### src/source/power_ctrl_pkg.sv
package power_ctrl_pkg;

  localparam int pwm_width  = 19;  // Charge PWM counter and duty width
  localparam int ramp_steps = 15;  // Soft-start duty steps

  typedef logic [pwm_width-1:0] duty_t;

  // Duty per soft-start step, index 0 is step 1
  // The last four steps are all ones, so the PWM stays on
  localparam duty_t ramp_duty [ramp_steps] = '{
    19'd131072, 19'd131072, 19'd131072, 19'd131072,
    19'd262144, 19'd262144, 19'd262144, 19'd262144,
    19'd393216, 19'd393216, 19'd393216,
    19'h7ffff,  19'h7ffff,  19'h7ffff,  19'h7ffff
  };

  // Raw codes on the 3-bit command bus
  typedef enum logic [2:0] {
    CODE_PAUSE         = 3'd0,
    CODE_PLUS          = 3'd1,
    CODE_MINUS         = 3'd2,
    CODE_BALLAST_P     = 3'd3,
    CODE_BALLAST_N     = 3'd4,
    CODE_START_PRE     = 3'd5,
    CODE_SHUTDOWN      = 3'd6,
    CODE_DISCHARGE_KEY = 3'd7
  } cmd_code_t;

  // Commands after sequence decoding
  typedef enum logic [2:0] {
    CMD_PAUSE,
    CMD_PLUS,
    CMD_MINUS,
    CMD_BALLAST_P,
    CMD_BALLAST_N,
    CMD_START,
    CMD_SHUTDOWN,
    CMD_UNLOCK
  } cmd_kind_t;

  typedef struct packed {
    logic      valid;  // One-cycle pulse
    cmd_kind_t kind;
  } cmd_t;

  typedef struct packed {
    logic [4:1] err_dr;  // Driver faults, one per leg
    logic       err_u;   // Overvoltage
    logic       err_i;   // Overcurrent
    logic       bt;      // Overtemperature
    logic       stop_k;  // Emergency stop
  } fault_t;

  typedef struct packed {
    logic      strobe;
    cmd_code_t code;
    fault_t    faults;
  } filt_in_t;

  typedef struct packed {
    logic [4:1] top;
    logic [4:1] bot;
    logic       plus;
    logic       minus;
    logic       pause_p;
    logic       pause_n;
  } bridge_t;

  typedef struct packed {
    logic ready;  // Bridge patterns allowed
    logic busy;   // Soft start running
  } charge_status_t;

endpackage
### src/source/power_ctrl_top.sv
`timescale 1ns/1ps

module power_ctrl_top #(
  parameter int FILTER_WIDTH = 8,
  parameter int STEP_CYCLES  = 100_000_000,  // 2 s at 50 MHz
  parameter int WAITSTATES   = 50
) (
  input  logic       clk,
  input  logic       rstn,
  input  logic       i_strobe,
  input  logic [2:0] i_code,
  input  logic [4:1] i_err_dr_n,
  input  logic       i_err_u_n,
  input  logic       i_err_i_n,
  input  logic       i_bt,
  input  logic       i_stop_k_n,
  output logic [4:1] o_top,
  output logic [4:1] o_bot,
  output logic       o_plus,
  output logic       o_minus,
  output logic       o_pause_p,
  output logic       o_pause_n,
  output logic       o_start,
  output logic       o_charge,
  output logic       o_charge_pwm,
  output logic       o_fan,
  output logic       o_break,
  output logic       o_stop,
  output logic       o_avv,
  output logic       o_avi,
  output logic       o_td,
  output logic [4:1] o_erbd
);
  import power_ctrl_pkg::*;

  filt_in_t       filt;
  cmd_t           cmd;
  charge_status_t status;
  bridge_t        bridge;
  logic           error;

  input_stage #(
    .FILTER_WIDTH(FILTER_WIDTH)
  ) u_input_stage (
    .clk       (clk),
    .rstn      (rstn),
    .i_strobe  (i_strobe),
    .i_code    (i_code),
    .i_err_dr_n(i_err_dr_n),
    .i_err_u_n (i_err_u_n),
    .i_err_i_n (i_err_i_n),
    .i_bt      (i_bt),
    .i_stop_k_n(i_stop_k_n),
    .o_filt    (filt)
  );

  command_decoder u_command_decoder (
    .clk    (clk),
    .rstn   (rstn),
    .i_filt (filt),
    .i_error(error),
    .o_cmd  (cmd)
  );

  charge_sequencer #(
    .STEP_CYCLES(STEP_CYCLES)
  ) u_charge_sequencer (
    .clk         (clk),
    .rstn        (rstn),
    .i_cmd       (cmd),
    .i_error     (error),
    .o_status    (status),
    .o_start     (o_start),
    .o_charge    (o_charge),
    .o_charge_pwm(o_charge_pwm),
    .o_fan       (o_fan)
  );

  bridge_driver #(
    .WAITSTATES(WAITSTATES)
  ) u_bridge_driver (
    .clk     (clk),
    .rstn    (rstn),
    .i_cmd   (cmd),
    .i_status(status),
    .i_error (error),
    .o_bridge(bridge)
  );

  fault_monitor u_fault_monitor (
    .clk     (clk),
    .rstn    (rstn),
    .i_faults(filt.faults),
    .o_error (error),
    .o_break (o_break),
    .o_stop  (o_stop),
    .o_avv   (o_avv),
    .o_avi   (o_avi),
    .o_td    (o_td),
    .o_erbd  (o_erbd)
  );

  // Bridge struct out to board pins
  assign o_top     = bridge.top;
  assign o_bot     = bridge.bot;
  assign o_plus    = bridge.plus;
  assign o_minus   = bridge.minus;
  assign o_pause_p = bridge.pause_p;
  assign o_pause_n = bridge.pause_n;

endmodule

### src/source/fault_monitor.sv
`timescale 1ns/1ps

module fault_monitor (
  input  logic                   clk,
  input  logic                   rstn,
  input  power_ctrl_pkg::fault_t i_faults,
  output logic                   o_error,
  output logic                   o_break,
  output logic                   o_stop,
  output logic                   o_avv,
  output logic                   o_avi,
  output logic                   o_td,
  output logic [4:1]             o_erbd
);
  import power_ctrl_pkg::*;

  fault_t seen_q;   // Every fault ever seen since reset
  logic   error_q;

  always_ff @(posedge clk or negedge rstn) begin
    if (!rstn) begin
      seen_q  <= '0;
      error_q <= 1'b0;
    end else begin
      seen_q  <= seen_q | i_faults;
      error_q <= error_q | (|i_faults);  // Sticky until reset
    end
  end

  assign o_error = error_q;
  assign o_break = error_q;
  assign o_stop  = seen_q.stop_k;
  assign o_avv   = seen_q.err_u;
  assign o_avi   = seen_q.err_i;
  assign o_td    = seen_q.bt;
  assign o_erbd  = seen_q.err_dr;

endmodule

### src/source/bridge_driver.sv
`timescale 1ns/1ps

module bridge_driver #(
  parameter int WAITSTATES = 50
) (
  input  logic                           clk,
  input  logic                           rstn,
  input  power_ctrl_pkg::cmd_t           i_cmd,
  input  power_ctrl_pkg::charge_status_t i_status,
  input  logic                           i_error,
  output power_ctrl_pkg::bridge_t        o_bridge
);
  import power_ctrl_pkg::*;

  localparam int WS_W = $clog2(WAITSTATES + 1);

  bridge_t         bridge_q;
  bridge_t         next_q;     // Pattern waiting for dead time
  logic [WS_W-1:0] ws_q;
  logic            pending_q;
  logic            is_pattern;
  logic            pattern_ok;
  logic            clear_req;

  function automatic bridge_t pattern_of(input cmd_kind_t kind);
    bridge_t p;
    p = '0;
    case (kind)
      CMD_PLUS: begin
        p.top  = 4'b0001;
        p.bot  = 4'b0010;
        p.plus = 1'b1;
      end
      CMD_MINUS: begin
        p.top   = 4'b0010;
        p.bot   = 4'b0001;
        p.minus = 1'b1;
      end
      CMD_BALLAST_P: begin
        p.top     = 4'b0100;
        p.bot     = 4'b1000;
        p.pause_p = 1'b1;
      end
      CMD_BALLAST_N: begin
        p.top     = 4'b1000;
        p.bot     = 4'b0100;
        p.pause_n = 1'b1;
      end
      default: p = '0;
    endcase
    return p;
  endfunction

  assign is_pattern = i_cmd.kind inside {CMD_PLUS, CMD_MINUS, CMD_BALLAST_P, CMD_BALLAST_N};
  assign pattern_ok = i_cmd.valid & is_pattern & i_status.ready & ~i_status.busy & ~pending_q;
  // Start also opens the bridge before charging
  assign clear_req  = i_cmd.valid & ((i_cmd.kind == CMD_SHUTDOWN) |
                                     (i_cmd.kind == CMD_PAUSE & ~i_status.busy) |
                                     (i_cmd.kind == CMD_START & ~i_status.busy));

  always_ff @(posedge clk) begin
    if (pattern_ok) begin
      next_q <= pattern_of(i_cmd.kind);
    end
  end

  always_ff @(posedge clk or negedge rstn) begin
    if (!rstn) begin
      bridge_q  <= '0;
      ws_q      <= '0;
      pending_q <= 1'b0;
    end else if (i_error || clear_req) begin
      bridge_q  <= '0;
      ws_q      <= '0;
      pending_q <= 1'b0;  // Cancel any pending pattern
    end else if (pattern_ok) begin
      bridge_q  <= '0;    // All switches off during dead time
      ws_q      <= WS_W'(WAITSTATES);
      pending_q <= 1'b1;
    end else if (pending_q) begin
      if (ws_q != '0) begin
        ws_q <= ws_q - 1'b1;
      end else begin
        bridge_q  <= next_q;
        pending_q <= 1'b0;
      end
    end
  end

  assign o_bridge = bridge_q;

endmodule

### src/source/charge_sequencer.sv
`timescale 1ns/1ps

module charge_sequencer #(
  parameter int STEP_CYCLES = 100_000_000
) (
  input  logic                           clk,
  input  logic                           rstn,
  input  power_ctrl_pkg::cmd_t           i_cmd,
  input  logic                           i_error,
  output power_ctrl_pkg::charge_status_t o_status,
  output logic                           o_start,
  output logic                           o_charge,
  output logic                           o_charge_pwm,
  output logic                           o_fan
);
  import power_ctrl_pkg::*;

  localparam int TIMER_W = $clog2(STEP_CYCLES + 1);
  localparam logic [TIMER_W-1:0] TIMER_RELOAD = TIMER_W'(STEP_CYCLES - 1);
  localparam logic [4:0] LAST_RAMP = 5'(ramp_steps);

  logic [4:0]         step_q;  // 0 idle, 1 to 15 ramp, 16 final wait
  logic [TIMER_W-1:0] timer_q;
  duty_t              duty_q;
  duty_t              pwm_cnt_q;
  logic               ready_q;
  logic               start_q;
  logic               charge_q;
  logic               fan_q;
  logic               busy;
  logic               step_done;

  assign busy      = (step_q != '0);
  assign step_done = (timer_q == '0);

  always_ff @(posedge clk or negedge rstn) begin
    if (!rstn) begin
      step_q    <= '0;
      timer_q   <= '0;
      duty_q    <= '0;
      pwm_cnt_q <= '0;
      ready_q   <= 1'b0;
      start_q   <= 1'b0;
      charge_q  <= 1'b0;
      fan_q     <= 1'b0;
    end else begin
      pwm_cnt_q <= pwm_cnt_q + 1'b1;  // Free running
      if (i_error) begin
        step_q   <= '0;
        timer_q  <= '0;
        duty_q   <= '0;
        ready_q  <= 1'b0;
        start_q  <= 1'b0;
        charge_q <= 1'b0;
        fan_q    <= 1'b1;              // Keep cooling after a fault
      end else if (i_cmd.valid && i_cmd.kind == CMD_SHUTDOWN) begin
        step_q   <= '0;
        timer_q  <= '0;
        duty_q   <= '0;
        ready_q  <= 1'b0;
        start_q  <= 1'b0;
        charge_q <= 1'b0;
        fan_q    <= 1'b0;
      end else begin
        if (i_cmd.valid && i_cmd.kind == CMD_UNLOCK) begin
          ready_q <= 1'b1;
        end
        if (busy) begin
          if (step_done) begin
            timer_q <= TIMER_RELOAD;
            step_q  <= step_q + 1'b1;
            if (step_q < LAST_RAMP) begin
              duty_q <= ramp_duty[step_q[3:0]];  // Next step's duty
            end else if (step_q == LAST_RAMP) begin
              start_q <= 1'b1;                   // Ramp done, close main contactor
            end else begin
              step_q   <= '0;                    // End of final wait
              charge_q <= 1'b0;
              duty_q   <= '0;
              ready_q  <= 1'b1;
            end
          end else begin
            timer_q <= timer_q - 1'b1;
          end
        end else if (i_cmd.valid && i_cmd.kind == CMD_START) begin
          step_q   <= 5'd1;
          timer_q  <= TIMER_RELOAD;
          duty_q   <= ramp_duty[0];
          fan_q    <= 1'b1;
          charge_q <= 1'b1;
          start_q  <= 1'b0;
        end
      end
    end
  end

  assign o_status.ready = ready_q;
  assign o_status.busy  = busy;
  assign o_start        = start_q;
  assign o_charge       = charge_q;
  assign o_fan          = fan_q;
  // All-ones duty means fully on
  assign o_charge_pwm   = charge_q & ((pwm_cnt_q < duty_q) | (&duty_q));

endmodule

### src/source/command_decoder.sv
`timescale 1ns/1ps

module command_decoder (
  input  logic                     clk,
  input  logic                     rstn,
  input  power_ctrl_pkg::filt_in_t i_filt,
  input  logic                     i_error,
  output power_ctrl_pkg::cmd_t     o_cmd
);
  import power_ctrl_pkg::*;

  typedef enum logic [2:0] {
    IDLE,
    START_ARMED,  // Code 5 seen
    KEY1,         // Code 7 seen
    KEY2,         // Codes 7, 0 seen
    KEY3          // Codes 7, 0, 7 seen
  } dec_state_t;

  dec_state_t state_q;
  dec_state_t state_d;
  cmd_t       cmd_d;
  logic       strobe_q;
  logic       strobe_fall;

  function automatic cmd_kind_t code_to_kind(input cmd_code_t code);
    cmd_kind_t kind;
    case (code)
      CODE_PLUS:      kind = CMD_PLUS;
      CODE_MINUS:     kind = CMD_MINUS;
      CODE_BALLAST_P: kind = CMD_BALLAST_P;
      CODE_BALLAST_N: kind = CMD_BALLAST_N;
      CODE_SHUTDOWN:  kind = CMD_SHUTDOWN;
      default:        kind = CMD_PAUSE;
    endcase
    return kind;
  endfunction

  assign strobe_fall = strobe_q & ~i_filt.strobe;

  always_comb begin
    state_d    = state_q;
    cmd_d      = '0;
    if (i_error) begin
      state_d = IDLE;  // Locked out after a fault
    end else if (strobe_fall) begin
      state_d = IDLE;  // Wrong code in a sequence aborts it
      case (state_q)
        IDLE: begin
          case (i_filt.code)
            CODE_START_PRE:     state_d = START_ARMED;
            CODE_DISCHARGE_KEY: state_d = KEY1;
            default: begin
              cmd_d.valid = 1'b1;
              cmd_d.kind  = code_to_kind(i_filt.code);
            end
          endcase
        end
        START_ARMED: begin
          if (i_filt.code == CODE_PAUSE) begin
            cmd_d.valid = 1'b1;
            cmd_d.kind  = CMD_START;
          end
        end
        KEY1: begin
          if (i_filt.code == CODE_PAUSE) begin
            state_d = KEY2;
          end
        end
        KEY2: begin
          if (i_filt.code == CODE_DISCHARGE_KEY) begin
            state_d = KEY3;
          end
        end
        KEY3: begin
          if (i_filt.code == CODE_PAUSE) begin
            cmd_d.valid = 1'b1;
            cmd_d.kind  = CMD_UNLOCK;
          end
        end
        default: state_d = IDLE;
      endcase
    end
  end

  always_ff @(posedge clk or negedge rstn) begin
    if (!rstn) begin
      state_q  <= IDLE;
      strobe_q <= 1'b0;
      o_cmd    <= '0;
    end else begin
      state_q  <= state_d;
      strobe_q <= i_filt.strobe;
      o_cmd    <= cmd_d;
    end
  end

endmodule

### src/source/input_stage.sv
`timescale 1ns/1ps

module input_stage #(
  parameter int FILTER_WIDTH = 8
) (
  input  logic                     clk,
  input  logic                     rstn,
  input  logic                     i_strobe,
  input  logic [2:0]               i_code,
  input  logic [4:1]               i_err_dr_n,
  input  logic                     i_err_u_n,
  input  logic                     i_err_i_n,
  input  logic                     i_bt,
  input  logic                     i_stop_k_n,
  output power_ctrl_pkg::filt_in_t o_filt
);
  import power_ctrl_pkg::*;

  localparam int NUM_LINES = $bits(filt_in_t);
  localparam int CNT_W     = $clog2(FILTER_WIDTH + 1);
  localparam logic [CNT_W-1:0] CNT_LAST = CNT_W'(FILTER_WIDTH - 1);

  filt_in_t             raw;
  logic [NUM_LINES-1:0] sync_q;                  // Input capture stage
  logic [NUM_LINES-1:0] filt_q;
  logic [CNT_W-1:0]     stable_cnt [NUM_LINES];  // Cycles since line differs

  always_comb begin
    raw.strobe        = i_strobe;
    raw.code          = cmd_code_t'(i_code);
    raw.faults.err_dr = ~i_err_dr_n;  // Active low on the board
    raw.faults.err_u  = ~i_err_u_n;
    raw.faults.err_i  = ~i_err_i_n;
    raw.faults.bt     = i_bt;         // Already active high
    raw.faults.stop_k = ~i_stop_k_n;
  end

  always_ff @(posedge clk or negedge rstn) begin
    if (!rstn) begin
      sync_q <= '0;
      filt_q <= '0;
      for (int i = 0; i < NUM_LINES; i++) begin
        stable_cnt[i] <= '0;
      end
    end else begin
      sync_q <= raw;
      for (int i = 0; i < NUM_LINES; i++) begin
        if (sync_q[i] == filt_q[i]) begin
          stable_cnt[i] <= '0;             // Glitch ended, start over
        end else if (stable_cnt[i] == CNT_LAST) begin
          filt_q[i]     <= sync_q[i];
          stable_cnt[i] <= '0;
        end else begin
          stable_cnt[i] <= stable_cnt[i] + 1'b1;
        end
      end
    end
  end

  assign o_filt = filt_in_t'(filt_q);

endmodule

### config.mk
export PLATFORM = sky130hd
export DESIGN_NAME = power_ctrl_top
export DESIGN_NICKNAME = d
export VERILOG_FILES = /design/src/source/power_ctrl_pkg.sv /design/src/source/power_ctrl_top.sv /design/src/source/fault_monitor.sv /design/src/source/bridge_driver.sv /design/src/source/charge_sequencer.sv /design/src/source/command_decoder.sv /design/src/source/input_stage.sv
export SDC_FILE = /design/constraint.sdc
export NUM_CORES = 1
export LEC_CHECK = 0
export CORE_UTILIZATION = 55
export DETAILED_ROUTE_END_ITERATION = 10
export DONT_BUFFER_PORTS = 1
export HOLD_SLACK_MARGIN = 0.05
export PLACE_DENSITY_LB_ADDON = 0.2
export SLEW_MARGIN = 25
export SYNTH_ARGS = -nofsm -noshare
export SYNTH_HDL_FRONTEND = slang
export SYNTH_SLANG_ARGS = --single-unit
### constraint.sdc
create_clock -name clk -period 2.35 [get_ports clk]
set_input_delay 0.1175 -clock clk [delete_from_list [all_inputs] [get_ports clk]]
set_output_delay 0.1175 -clock clk [all_outputs]
set_load 0.01 [all_outputs]
* Word level (Yosys, flattened, before mapping)
Memories as Yosys holds them, arrays and structs flattened.
Cells that the tools add are included.
** Storage, ports and cells
- Flip-flop bits (word level) :: 194
- ROM bits :: 304
- Input bits :: 14
- Output and inout port bits :: 25
- Logic and storage cells :: 298
- Memories kept :: 1
** Memory list
- (name not given) :: words 16, bits a word 19, rd ports 1, clocked after Yosys merged registers in 0, write ports 0, RTL line charge_sequencer.sv:73 : duty_q <= ramp_duty[step_q[3:0]];
** Operators by class
- Add/sub/neg operators :: 16
- Magnitude comparators :: 3
- Eq/ne operators :: 50
- Mux-type cells :: 99
- Bitwise logic cells :: 34
- Reductions and logical operators :: 38
** Operators with widths (count)
- 19-bit two-way mux :: 9
- 27-bit two-way mux :: 5
- 4-bit two-way mux :: 29
- 4-bit by 1-bit adder with 4-bit output (second input constant) :: 12
- 4-bit by 3-bit == test with 1-bit output (second input constant) :: 12
- 12-bit two-way mux :: 4
- 5-bit two-way mux :: 7
- 1-bit two-way mux :: 32
- 8-bit case mux with 4 select lines :: 1
- 2-bit AND reduction :: 16
- 3-bit == test (second input constant) :: 9
- 27-bit zero test :: 1
- 27-bit by 1-bit subtractor with 27-bit output (second input constant) :: 1
- 6-bit two-way mux :: 4
- 19-bit by 1-bit adder with 19-bit output (second input constant) :: 1
- 19-bit < comparator :: 1
- 19-bit AND reduction :: 1
- 3-bit by 2-bit == test with 1-bit output (second input constant) :: 6
- 1-bit NOT :: 18
- 4-bit by 3-bit inequality test with 1-bit output (second input constant) :: 4
- 3-bit case mux with 5 select lines :: 1
- 1-bit == test :: 12
- 4-bit case mux with 3 select lines :: 1
- 1-bit bitwise AND :: 9
- 29 further kinds :: 44

* Logic depth before layout (Yosys ltp)
Gate-level depths: netlist of run 1.
- Depth after elaboration :: 9
- Mapped depth :: 8

* By module
From an unflattened synthesis of run 1, not the netlist that was laid out.
** Second synthesis, totals
- Cells, all modules :: 793
- Area total of the unflattened synthesis :: 8428.1 µm²
** By module, submodules not included
- charge_sequencer :: instances 1, cells an instance 384, area an instance 3648.5 µm², sequential area each 1451.4 µm²
- input_stage :: instances 1, cells an instance 235, area an instance 2894.0 µm², sequential area each 1801.7 µm²
- bridge_driver :: instances 1, cells an instance 107, area an instance 1126.1 µm², sequential area each 585.6 µm²
- command_decoder :: instances 1, cells an instance 45, area an instance 456.7 µm², sequential area each 200.2 µm²
- fault_monitor :: instances 1, cells an instance 22, area an instance 302.8 µm², sequential area each 225.2 µm²

* Worst setup path after synthesis of run 1
Ideal clock, no wire load.
- Kind :: register to register
- Start :: register u_charge_sequencer.timer_q[0]
- End :: register u_charge_sequencer.step_q[4]
- Arrival time :: 1.958 ns
- Data required time :: 2.222 ns
- Path slack :: 0.264 ns
- Cell stages (with the launch flop) :: 8
- Cells stage by stage :: dfrtp_1 -> inv_1 -> ha_1 -> nor4b_1 -> nand4_1 -> o21a_2 -> o21ai_4 -> mux2_1
** On the way
- Cells in the longest elaborated chain, start to end :: 3
** RTL lines
- from (decl) :: RTL line charge_sequencer.sv:23 : logic [TIMER_W-1:0] timer_q;
- from (signal assigned) :: RTL line charge_sequencer.sv:83 : timer_q <= timer_q - 1'b1;
- 27-bit zero test :: RTL line charge_sequencer.sv:34 : assign step_done = (timer_q == '0);
- 4-bit by 3-bit inequality test with 1-bit output (no source line)
- 2-bit AND reduction (no source line)
- to (signal assigned) :: RTL line charge_sequencer.sv:71 : step_q <= step_q + 1'b1;
- to (decl) :: RTL line charge_sequencer.sv:22 : logic [4:0] step_q;
No other way between the ends.
A chain may end at the register's enable or synchronous reset.

* Worst setup path after layout of run 1
- Start :: register u_charge_sequencer.duty_q[16]
- End :: output o_charge_pwm
** On the way
- Cells in the longest elaborated chain, start to end :: 3
- Elaborated cells between the ends (all ways) :: 4
- Those cells by class :: order compare: 1; bitwise: 2; reduce/logical: 1
** RTL lines
- from (decl) :: RTL line charge_sequencer.sv:24 : duty_t duty_q;
- from (signal assigned) :: RTL line charge_sequencer.sv:73
- from (signal assigned) :: RTL line charge_sequencer.sv:88 : duty_q <= ramp_duty[0];
- 19-bit < comparator / 19-bit AND reduction (equally long branches) :: RTL line charge_sequencer.sv:103 : assign o_charge_pwm = charge_q & ((pwm_cnt_q < duty_q) | (&duty_q));
- 1-bit bitwise OR (*) :: RTL line charge_sequencer.sv:103
- 1-bit bitwise AND (*) :: RTL line charge_sequencer.sv:103
- to (decl) :: RTL line power_ctrl_top.sv:25 : output logic o_charge_pwm,
Every way passes the cells marked *; elsewhere a longest branch is shown, timed or not.

==> results of run 1 <==
-- routing by layer --
metal | vias up | global-route usage | wire, um
met4 | 0 | 0.07605 | 194
li1 | 2755 | - | -
met2 | 138 | 0.3537 | 7314
met3 | 13 | 0.05766 | 750
met5 | - | 0 | 0
met1 | 2800 | 0.2823 | 6927
-- logic make-up (layout without fill, tap and decap cells) --
group                      after synthesis  after routing  share of synthesized area
DFF                                    168            168                     0.5249
AOI/OAI and AO/OA                      125            125                     0.1083
muxes                                   13             13                    0.01797
adders and majority gates               39             39                    0.06043
xor gates and xnor gates                59             59                    0.06399
and+or+nand+nor                        294            294                     0.1946
buffers and inverters                   51            102                    0.02975
-- Yosys cell counts (all sizes together), types with 6 or more instances --
cell | number | area (um2)
a21oi | 41 | 209.0
a32o | 6 | 60.06
and3 | 8 | 50.05
buf | 9 | 82.58
clkbuf | 12 | 45.04
dfrtp | 161 | 4029
edfxtp | 7 | 210.2
ha | 39 | 488.0
inv | 30 | 112.6
mux2 | 12 | 135.1
nand2 | 45 | 168.9
nand3 | 29 | 145.1
nand4 | 8 | 56.30
nor2 | 89 | 341.6
nor2b | 15 | 93.84
nor3 | 38 | 200.2
nor4 | 12 | 126.4
o21ai | 22 | 125.1
o31ai | 8 | 60.06
or2 | 13 | 81.33
xnor2 | 45 | 394.1
xor2 | 14 | 122.6
-- cells in the final DEF (no fill, tap or decap), types with 17 or more instances in the layout --
cell type,Yosys,final
nor2_1,88,88
buf_4,5,26
nor3_1,36,36
ha_1,39,38
nand2_1,45,45
nand3_1,29,29
clkbuf_16,0,17
a21oi_1,40,40
o21ai_0,19,19
dfrtp_1,161,161
inv_1,30,28
xnor2_1,45,45
-- sequential cells by signal, summed over array words and instances (netlist names), 4 cells and up --
name / cells
u_bridge_driver.next_q: 7
u_charge_sequencer.step_q: 5
u_charge_sequencer.timer_q: 27
u_input_stage.stable_cnt: 48
u_input_stage.sync_q: 12
u_charge_sequencer.pwm_cnt_q: 19
u_command_decoder.o_cmd: 4
u_bridge_driver.ws_q: 6
u_fault_monitor.o_erbd: 4
u_input_stage.o_filt: 12
u_bridge_driver.o_bridge: 7
-- area by class of cell --
type,instances,area share
clock buffers,17,0.04657
flip-flops and latches,168,0.4640
multi-input cells,530,0.3972
clock inverters,15,0.01685
well taps,180,0.02465
inverters,30,0.01274
repair buffers,40,0.03794
-- critical path: stages (launching register included) --
cell        delay (ns)
dfrtp_1           0.40
clkinvlp_4        0.13
buf_12            0.16
ha_1              0.30
and4_4            0.22
nand4_1           0.12
a2111o_1          0.31
a31oi_1           0.13
nor2_1            0.10
-- metrics by stage --
step | cells | power [mW] | worst slack [ns] | area [um2] | TNS [ns]
floorplan | 749 | 4.423 | 0.2644 | 8075 | 0
global placement | 928 | 4.569 | 0.08718 | 8323 | 0
detailed placement | 928 | 4.637 | -0.02063 | 8323 | -0.02063
CTS | 977 | 7.400 | -0.03442 | 9095 | -0.03442
global route | 980 | 7.706 | -0.1773 | 9135 | -0.1773
finish | 980 | 7.315 | -0.07519 | 9135 | -0.07519
-- what timing repair did --
item	in CTS	in global routing
setup endpoints to repair	4	27
pin swaps	5	3
hold endpoints to repair	173	161
gates resized for setup	3	5
setup buffers	5	3
-- worst max path at each step --
stage	start	to	slack (ns)	depth (start not counted)
after detailed placement	u_charge_sequencer.timer_q[0]	u_charge_sequencer.step_q[4]	-0.02	7
final	u_charge_sequencer.duty_q[16]	o_charge_pwm	-0.08	8
after CTS	u_charge_sequencer.duty_q[16]	o_charge_pwm	-0.03	7
after floorplan	u_charge_sequencer.timer_q[0]	u_charge_sequencer.step_q[4]	0.26	7
after global placement	u_charge_sequencer.step_q[0]	u_charge_sequencer.timer_q[10]	0.09	7
after global routing	u_charge_sequencer.duty_q[16]	o_charge_pwm	-0.18	8
-- power by group --
| group | switching (mW) | internal [mW] | total (mW) |
|---|---|---|---|
| combinational | 0.410 | 0.492 | 0.902 |
| clock | 1.29 | 1.41 | 2.70 |
| sequential | 0.394 | 3.32 | 3.71 |
| total | 2.09 | 5.22 | 7.31 |
==> results.yml, run 1 <==
critical_path:
  reg2reg_to: "u_charge_sequencer.timer_q[12]"
  worstRegToRegCells: 8
  cp.required_ns: 2.23
  cp-start-kind: "flip-flop"
  crit_fanout: 17
  crit_type: "flip-flop to primary output"
  r2r_start: "u_charge_sequencer.step_q[0]"
  cp.arrival_ns: 2.31
  cp-end-kind: "primary output"
  rrSetupSlack_ns: 0.17
timing:
  period_needed_ns: 2.425
  clock.fmax_ghz: 0.4123
  setup_viol: 1
  slew_viol_final: 0
  worst-slew-pin-transition_ns: 0.6342
  setup_slack_ns: -0.07519
  hold_violations: 161
  relSlewSlack: 0.5752
  grt_setup_unrepaired: "yes"
  whs_ns: -0.6257
  clock_skew_ns: 0.01063
  period_share: 1.032
clocking:
  cts_root_buf: "clkbuf_16"
  cts_buffers: 17
  path_clk_slew_ns: 0.07
  cts_buffer_depth: 2
  cts_hold_buffers: 12
  h-tree-depth: 4
  clock_latency_ns: 0.43
  tritoncts: "yes"
  clkSinkCount: 168
route:
  antenna_left: 0
  firstDrtPassIters: 5
  viasPerCell: 5.822
  route.detailed.wl_per_inst_um: 15.50
  drc: 0
  routed_wirelength_um: 15190
  first_iter_violations: 356
  num_vias: 5706
global_route:
  grt_remaining_overflow: 0
  grt_max_degree: 162
  grt_usage: 0.2179
  antenna_found_initial: 0
  first_global_vias: 5652
  grt_pass1_wl_um: 25880
cells_and_area:
  fillCellCount: 1075
  ff_latch_area_um2: 4239
  area_growth_pct: 13.12
  antenna_cells: 0
  fin_nets: 840
  postLayoutCoreUtil: 0.6481
  drive_gt1_frac: 0.1338
  multi_input_area_um2: 3628
floorplan:
  die-area_um2: 15170
  rows: 43
  die_w_um: 123.2
  fp.dieH_um: 123.2
  boundaryPins: 39
  core_area_um2: 14100
  start_util: 0.5729
placed_design:
  hpwl_um: 9917
  place.port_buffers: 0
  gp_congestion: 0.8704
yosys:
  synth_seq_cells: 168
  synth_nets: 802
  synth.avg_cell_area_um2: 10.78
  synth_edf_count: 7
  async_flop_share: 0.9583
  synth_cell_types: 71
  yosysSeqAreaShare: 0.5249
  synth_flop_cell: "dfrtp_1"
  syn_inst: 749
  yosysWarnings: 0
  netlist_area_um2: 8075
power:
  p_leak_nw: 4.149
  ir_drop_mv: 0.7347
  power_density_nw_per_um2: 800.8
hold_path:
  worstHoldPathType: "primary input to asynchronous set/reset pin"
status:
  status: "complete, but fails checks"
  violations: "hold timing, setup timing"
job:
  max-cap-violations: 0
Power figures use the tool's default switching activity.
==> run 2: changes to the inputs <==
==> constraint.sdc (replaced) <==
create_clock -name clk -period 2.9 [get_ports clk]
set_input_delay 0.145 -clock clk [delete_from_list [all_inputs] [get_ports clk]]
set_output_delay 0.145 -clock clk [all_outputs]
set_load 0.01 [all_outputs]
==> run 2 against run 1 <==
Effect of this change: the run ends with hold timing left; sequential share of layout area up 1.0 points; clock skew up 0.0010 ns; largest power group unchanged; cell count down 2.2%.
==> results.yml, run 2 (synthesis results as in run 1) <==
clocking:
  cts_root_buf: "clkbuf_16"
  clkSinkCount: 168
  clock_latency_ns: 0.43
  path_clk_slew_ns: 0.07
  post_cts_buffers: 0
  cts_buffers: 17
  tritoncts: "yes"
  cts_buffer_depth: 2
  h-tree-depth: 4
  cts_hold_buffers: 12
global_route:
  grt_pass1_wl_um: 26200
  antenna_found_initial: 0
  grt_remaining_overflow: 0
  grt_max_degree: 162
  first_global_vias: 5681
  grt_usage: 0.2214
timing:
  clock.fmax_ghz: 0.3798
  slew_viol_final: 0
  setup_tns_ns: 0
  whs_ns: -0.5923
  relSlewSlack: 0.4873
  setup_viol: 0
  grt_setup_unrepaired: "no"
  worst-slew-pin-transition_ns: 0.7631
  clock_skew_ns: 0.01166
  setup_slack_ns: 0.2673
  hold_violations: 161
  period_share: 0.9078
  period_needed_ns: 2.633
power:
  intPower_mw: 4.320
  power.share.clock: 0.376
  power_density_nw_per_um2: 670.3
  p_seq_frac: 0.501
  switching_share: 0.2792
  p_leak_nw: 4.035
  p_sw_mw: 1.673
  ir_drop_mv: 0.6907
  comb_power_share: 0.123
floorplan:
  start_util: 0.5729
  rows: 43
  die-area_um2: 15170
  boundaryPins: 39
  fp.dieH_um: 123.2
  core_area_um2: 14100
  die_w_um: 123.2
cells_and_area:
  multi_input_area_um2: 3596
  finalNonFillerCells: 958
  regMostFlops: "u_input_stage.stable_cnt"
  reg_top3: "u_input_stage.stable_cnt: 48 flops, u_charge_sequencer.timer_q: 27 flops, u_charge_sequencer.pwm_cnt_q: 19 flops"
  antenna_cells: 0
  mostFrequentLayoutCells: "dfrtp_1 (161), nor2_1 (88), nand2_1 (45), xnor2_1 (45), a21oi_1 (40)"
  mostFrequentLayoutCell: "dfrtp_1"
  fillCellCount: 1131
  fin_nets: 818
  area_growth_pct: 10.72
  ff_latch_area_um2: 4239
  largest_reg_flops: 48
  drive_gt1_frac: 0.1015
route:
  firstDrtPassIters: 4
  first_iter_violations: 394
  drc: 0
  viasPerCell: 5.851
  route.detailed.wl_per_inst_um: 15.52
  antenna_left: 0
  routed_wirelength_um: 14870
  num_vias: 5605
hold_path:
  worstHoldPathType: "primary input to asynchronous set/reset pin"
placed_design:
  place.port_buffers: 0
  dpl.cell_count: 914
  hpwl_um: 10200
  gp_congestion: 0.8875
  place_ws_ns: 0.4341
critical_path:
  crit_fanout: 18
  cp.required_ns: 2.76
  cp-start-kind: "flip-flop"
  cp.arrival_ns: 2.49
  cp-end-kind: "primary output"
  crit_type: "flip-flop to primary output"
status:
  violations: "hold timing"
  status: "complete, but fails checks"
job:
  max-cap-violations: 0
==> run 2: path summary, 6_finish.rpt <==
check	endpoint	from	slack [ns]	depth (start not counted)
worst max-delay path	o_charge_pwm	u_charge_sequencer.duty_q[16]	0.27	7
worst min-delay path	u_charge_sequencer.pwm_cnt_q[2]	rstn	-0.59	0
worst max register to register	u_charge_sequencer.step_q[4]	u_charge_sequencer.timer_q[0]	0.39	7
worst min register to register	u_command_decoder.strobe_q	u_input_stage.o_filt[11]	0.44	0
max in group asynchronous	u_charge_sequencer.timer_q[0]	rstn	3.24	0
min in group clk	u_input_stage.sync_q[11]	i_strobe	0.27	1
==> run 2: per-layer routing <==
layer,global-route usage,vias to the layer above,share of wire
met2,0.3607,117,0.49
met5,0,-,0
met4,0.09940,0,0.017
li1,-,2708,-
met1,0.2855,2762,0.45
met3,0.04520,18,0.042
==> run 2: what timing repair did <==
| item | CTS | global route |
|---|---|---|
| gates resized for setup | 0 | 1 |
| setup endpoints to repair | 0 | 1 |
| hold endpoints to repair | 173 | 161 |
==> run 2: final cells by class <==
class                   instances  share of cell area
clock buffers                  17             0.04758
multi-input cells             530              0.4022
flip-flops and latches        168              0.4741
inverters                      30             0.01301
repair buffers                 18             0.01847
clock inverters                15             0.01945
well taps                     180             0.02519
==> run 2: stage by stage <==
| stage | cell area (um2) | power [mW] | utilization |
|---|---|---|---|
| 2_1_floorplan | 8075 | 3.584 | - |
| 3_5_place_dp | 8218 | 3.770 | 0.5830 |
| 5_1_grt | 8941 | 6.319 | 0.6343 |
| 3_3_place_gp | 8218 | 3.706 | 0.5830 |
| 4_1_cts | 8937 | 6.067 | 0.6340 |
| 6_report | 8941 | 5.993 | 0.6343 |
==> run 2: critical path, stage by stage (launching register included) <==
cell        delay, ns
dfrtp_1          0.41
clkinvlp_4       0.33
ha_1             0.42
and4_1           0.20
nand4_1          0.14
a2111o_1         0.31
a31oi_1          0.13
nor2_1           0.10
==> run 2: power groups by stage <==
stage	Clock (mW)	Sequential, mW	Combinational, mW
final	2.25	3.00	0.736
after global routing	2.41	3.06	0.849
after CTS	2.31	3.01	0.748
after detailed placement	0	3.05	0.723
after global placement	0	3.03	0.681
after floorplan	0	2.95	0.630
==> run 3: changes to the inputs <==
--- a/config.mk
+++ b/config.mk
@@ -6,6 +6,7 @@
 export NUM_CORES = 1
 export LEC_CHECK = 0
 export CORE_UTILIZATION = 55
+export CTS_BUF_LIST = sky130_fd_sc_hd__clkbuf_4
 export DETAILED_ROUTE_END_ITERATION = 10
 export DONT_BUFFER_PORTS = 1
 export HOLD_SLACK_MARGIN = 0.05
==> run 3 against run 2 <==
Effect of this change: the flow still finishes with violations (hold timing); critical endpoint unchanged; global-route usage shrank 0.18 points; non-clock buffer count is 1 higher; highest routed layer unchanged; sequential power is essentially flat; maximum frequency is 0.18% higher; wire length fell by 0.66%; utilization decreased by 2.0 points; via count is 0.29% higher.
==> results.yml, run 3 (synthesis results as in run 1) <==
global_route:
  grt_pass1_wl_um: 25970
  antenna_found_initial: 1
  met3_usage: 0.05858
  grt_remaining_overflow: 0
  met2_usage: 0.3565
  grt_max_degree: 162
  grt_usage: 0.2195
  first_global_vias: 5583
  grt_use_met1: 0.2822
  top_usage_layer: "met2"
clocking:
  cts_root_buf: "clkbuf_4"
  cts_buffers: 17
  clkSinkCount: 168
  cts_buffer_depth: 2
  h-tree-depth: 4
  tritoncts: "yes"
  cts_hold_buffers: 12
  path_clk_slew_ns: 0.16
  clock_latency_ns: 0.57
placed_design:
  gp_congestion: 0.8875
  place_area_um2: 8218
  dpl.cell_count: 914
  place.port_buffers: 0
  hpwl_um: 10200
timing:
  relSlewSlack: 0.4925
  period_needed_ns: 2.628
  worst-slew-pin-transition_ns: 0.7543
  clock_skew_ns: 0.02466
  period_share: 0.9062
  setup_viol: 0
  slew_viol_final: 0
  clock.fmax_ghz: 0.3805
  hold_violations: 161
  grt_setup_unrepaired: "no"
  setup_tns_ns: 0
  whs_ns: -0.7490
cells_and_area:
  fillCellCount: 1165
  area_growth_pct: 7.313
  regMostFlops: "u_input_stage.stable_cnt"
  ff_latch_area_um2: 4239
  fin_nets: 819
  design_area_um2: 8666
  largest_reg_flops: 48
  finalNonFillerCells: 960
  multi_input_area_um2: 3596
  drive_gt1_frac: 0.1027
  reg_top3: "u_input_stage.stable_cnt: 48 flops, u_charge_sequencer.timer_q: 27 flops, u_charge_sequencer.pwm_cnt_q: 19 flops"
  mostFrequentLayoutCell: "dfrtp_1"
  mostFrequentLayoutCells: "dfrtp_1 (161), nor2_1 (88), nand2_1 (45), xnor2_1 (45), a21oi_1 (40)"
route:
  routed_wirelength_um: 14770
  firstDrtPassIters: 5
  route.detailed.wl_per_inst_um: 15.39
  viasPerCell: 5.855
  first_iter_violations: 425
  num_vias: 5621
  antenna_left: 0
  drc: 0
floorplan:
  core_area_um2: 14100
  rows: 43
  boundaryPins: 39
  die_w_um: 123.2
  die-area_um2: 15170
  start_util: 0.5729
  fp.dieH_um: 123.2
critical_path:
  cp-start-kind: "flip-flop"
  critPathSlowestCell: "dfrtp_1"
  cp.required_ns: 2.76
  cp.arrival_ns: 2.48
  cp_top_family: "compound AO/OA/AOI/OAI gates"
  cp-end-kind: "primary output"
  cp_slowest_stage_delay_ns: 0.44
  crit_fanout: 18
  worstPathCellList: "clkinvlp_4 -> buf_12 -> ha_1 -> a21oi_1 -> o21ai_0 -> a221oi_1 -> o31ai_1 -> nor2_1"
  critPathBufInv: 2
  crit_type: "flip-flop to primary output"
power:
  power_density_nw_per_um2: 590.9
  p_leak_nw: 3.914
  ir_drop_mv: 0.6085
hold_path:
  worstHoldPathType: "primary input to asynchronous set/reset pin"
job:
  max-cap-violations: 0
status:
  violations: "hold timing"
  status: "complete, but fails checks"
==> run 3: cell types whose count changed in the layout (fill, tap and decap cells not counted), sizes merged <==
cell and delta:
buf +1, diode +1
==> run 3: worst paths after layout <==
check | startpoint | endpoint | slack, ns | cells after the start
worst max-delay path | u_charge_sequencer.duty_q[16] | o_charge_pwm | 0.27 | 8
worst min-delay path | rstn | u_command_decoder.o_cmd[2] | -0.75 | 0
worst max register to register | u_charge_sequencer.timer_q[0] | u_charge_sequencer.step_q[4] | 0.38 | 7
worst min register to register | u_input_stage.o_filt[11] | u_command_decoder.strobe_q | 0.46 | 0
max in group asynchronous | rstn | u_charge_sequencer.timer_q[0] | 3.35 | 0
min in group clk | i_code[0] | u_input_stage.sync_q[8] | 0.12 | 1
==> run 3: what timing repair did <==
item | in CTS | in global routing
endpoints found under the setup margin | 1 | 1
gates resized for setup | 1 | 0
buffers inserted | 0 | 1
endpoints found under the hold margin | 173 | 161
==> run 3: layer usage <==
layer  wire length (um)  vias to the layer above
li1                   -                     2703
met1               6879                     2784
met2               7033                      112
met3                612                       22
met4                248                        0
met5                  0                        -
==> run 3: report_power, final <==
part           switching (mW)  total [mW]  leakage [nW]  internal [mW]
Sequential              0.314        3.00          2.20           2.68
Combinational           0.336       0.735          1.56          0.399
Clock                   0.912        1.39         0.153          0.475
Total                    1.56        5.12          3.91           3.56
==> run 3: layout make-up <==
cell class	instances	area share
antenna	1	0.0002888
clock buffer	17	0.01473
clock inverter	15	0.02007
inverter	30	0.01343
multi-input combinational	530	0.4150
sequential	168	0.4892
tap	180	0.02599
timing repair buffer	19	0.02137
==> run 3: stage by stage <==
step	hold WS [ns]	power, mW	setup WS (ns)	utilization
final	-0.7490	5.120	0.2720	0.6148
after CTS	-0.8011	5.184	0.02848	0.6132
after floorplan	-0.1506	3.584	0.8144	-
after detailed placement	-0.1462	3.770	0.4341	0.5830
after global placement	-0.1471	3.706	0.5198	0.5830
after global routing	-0.8289	5.446	0.01672	0.6148
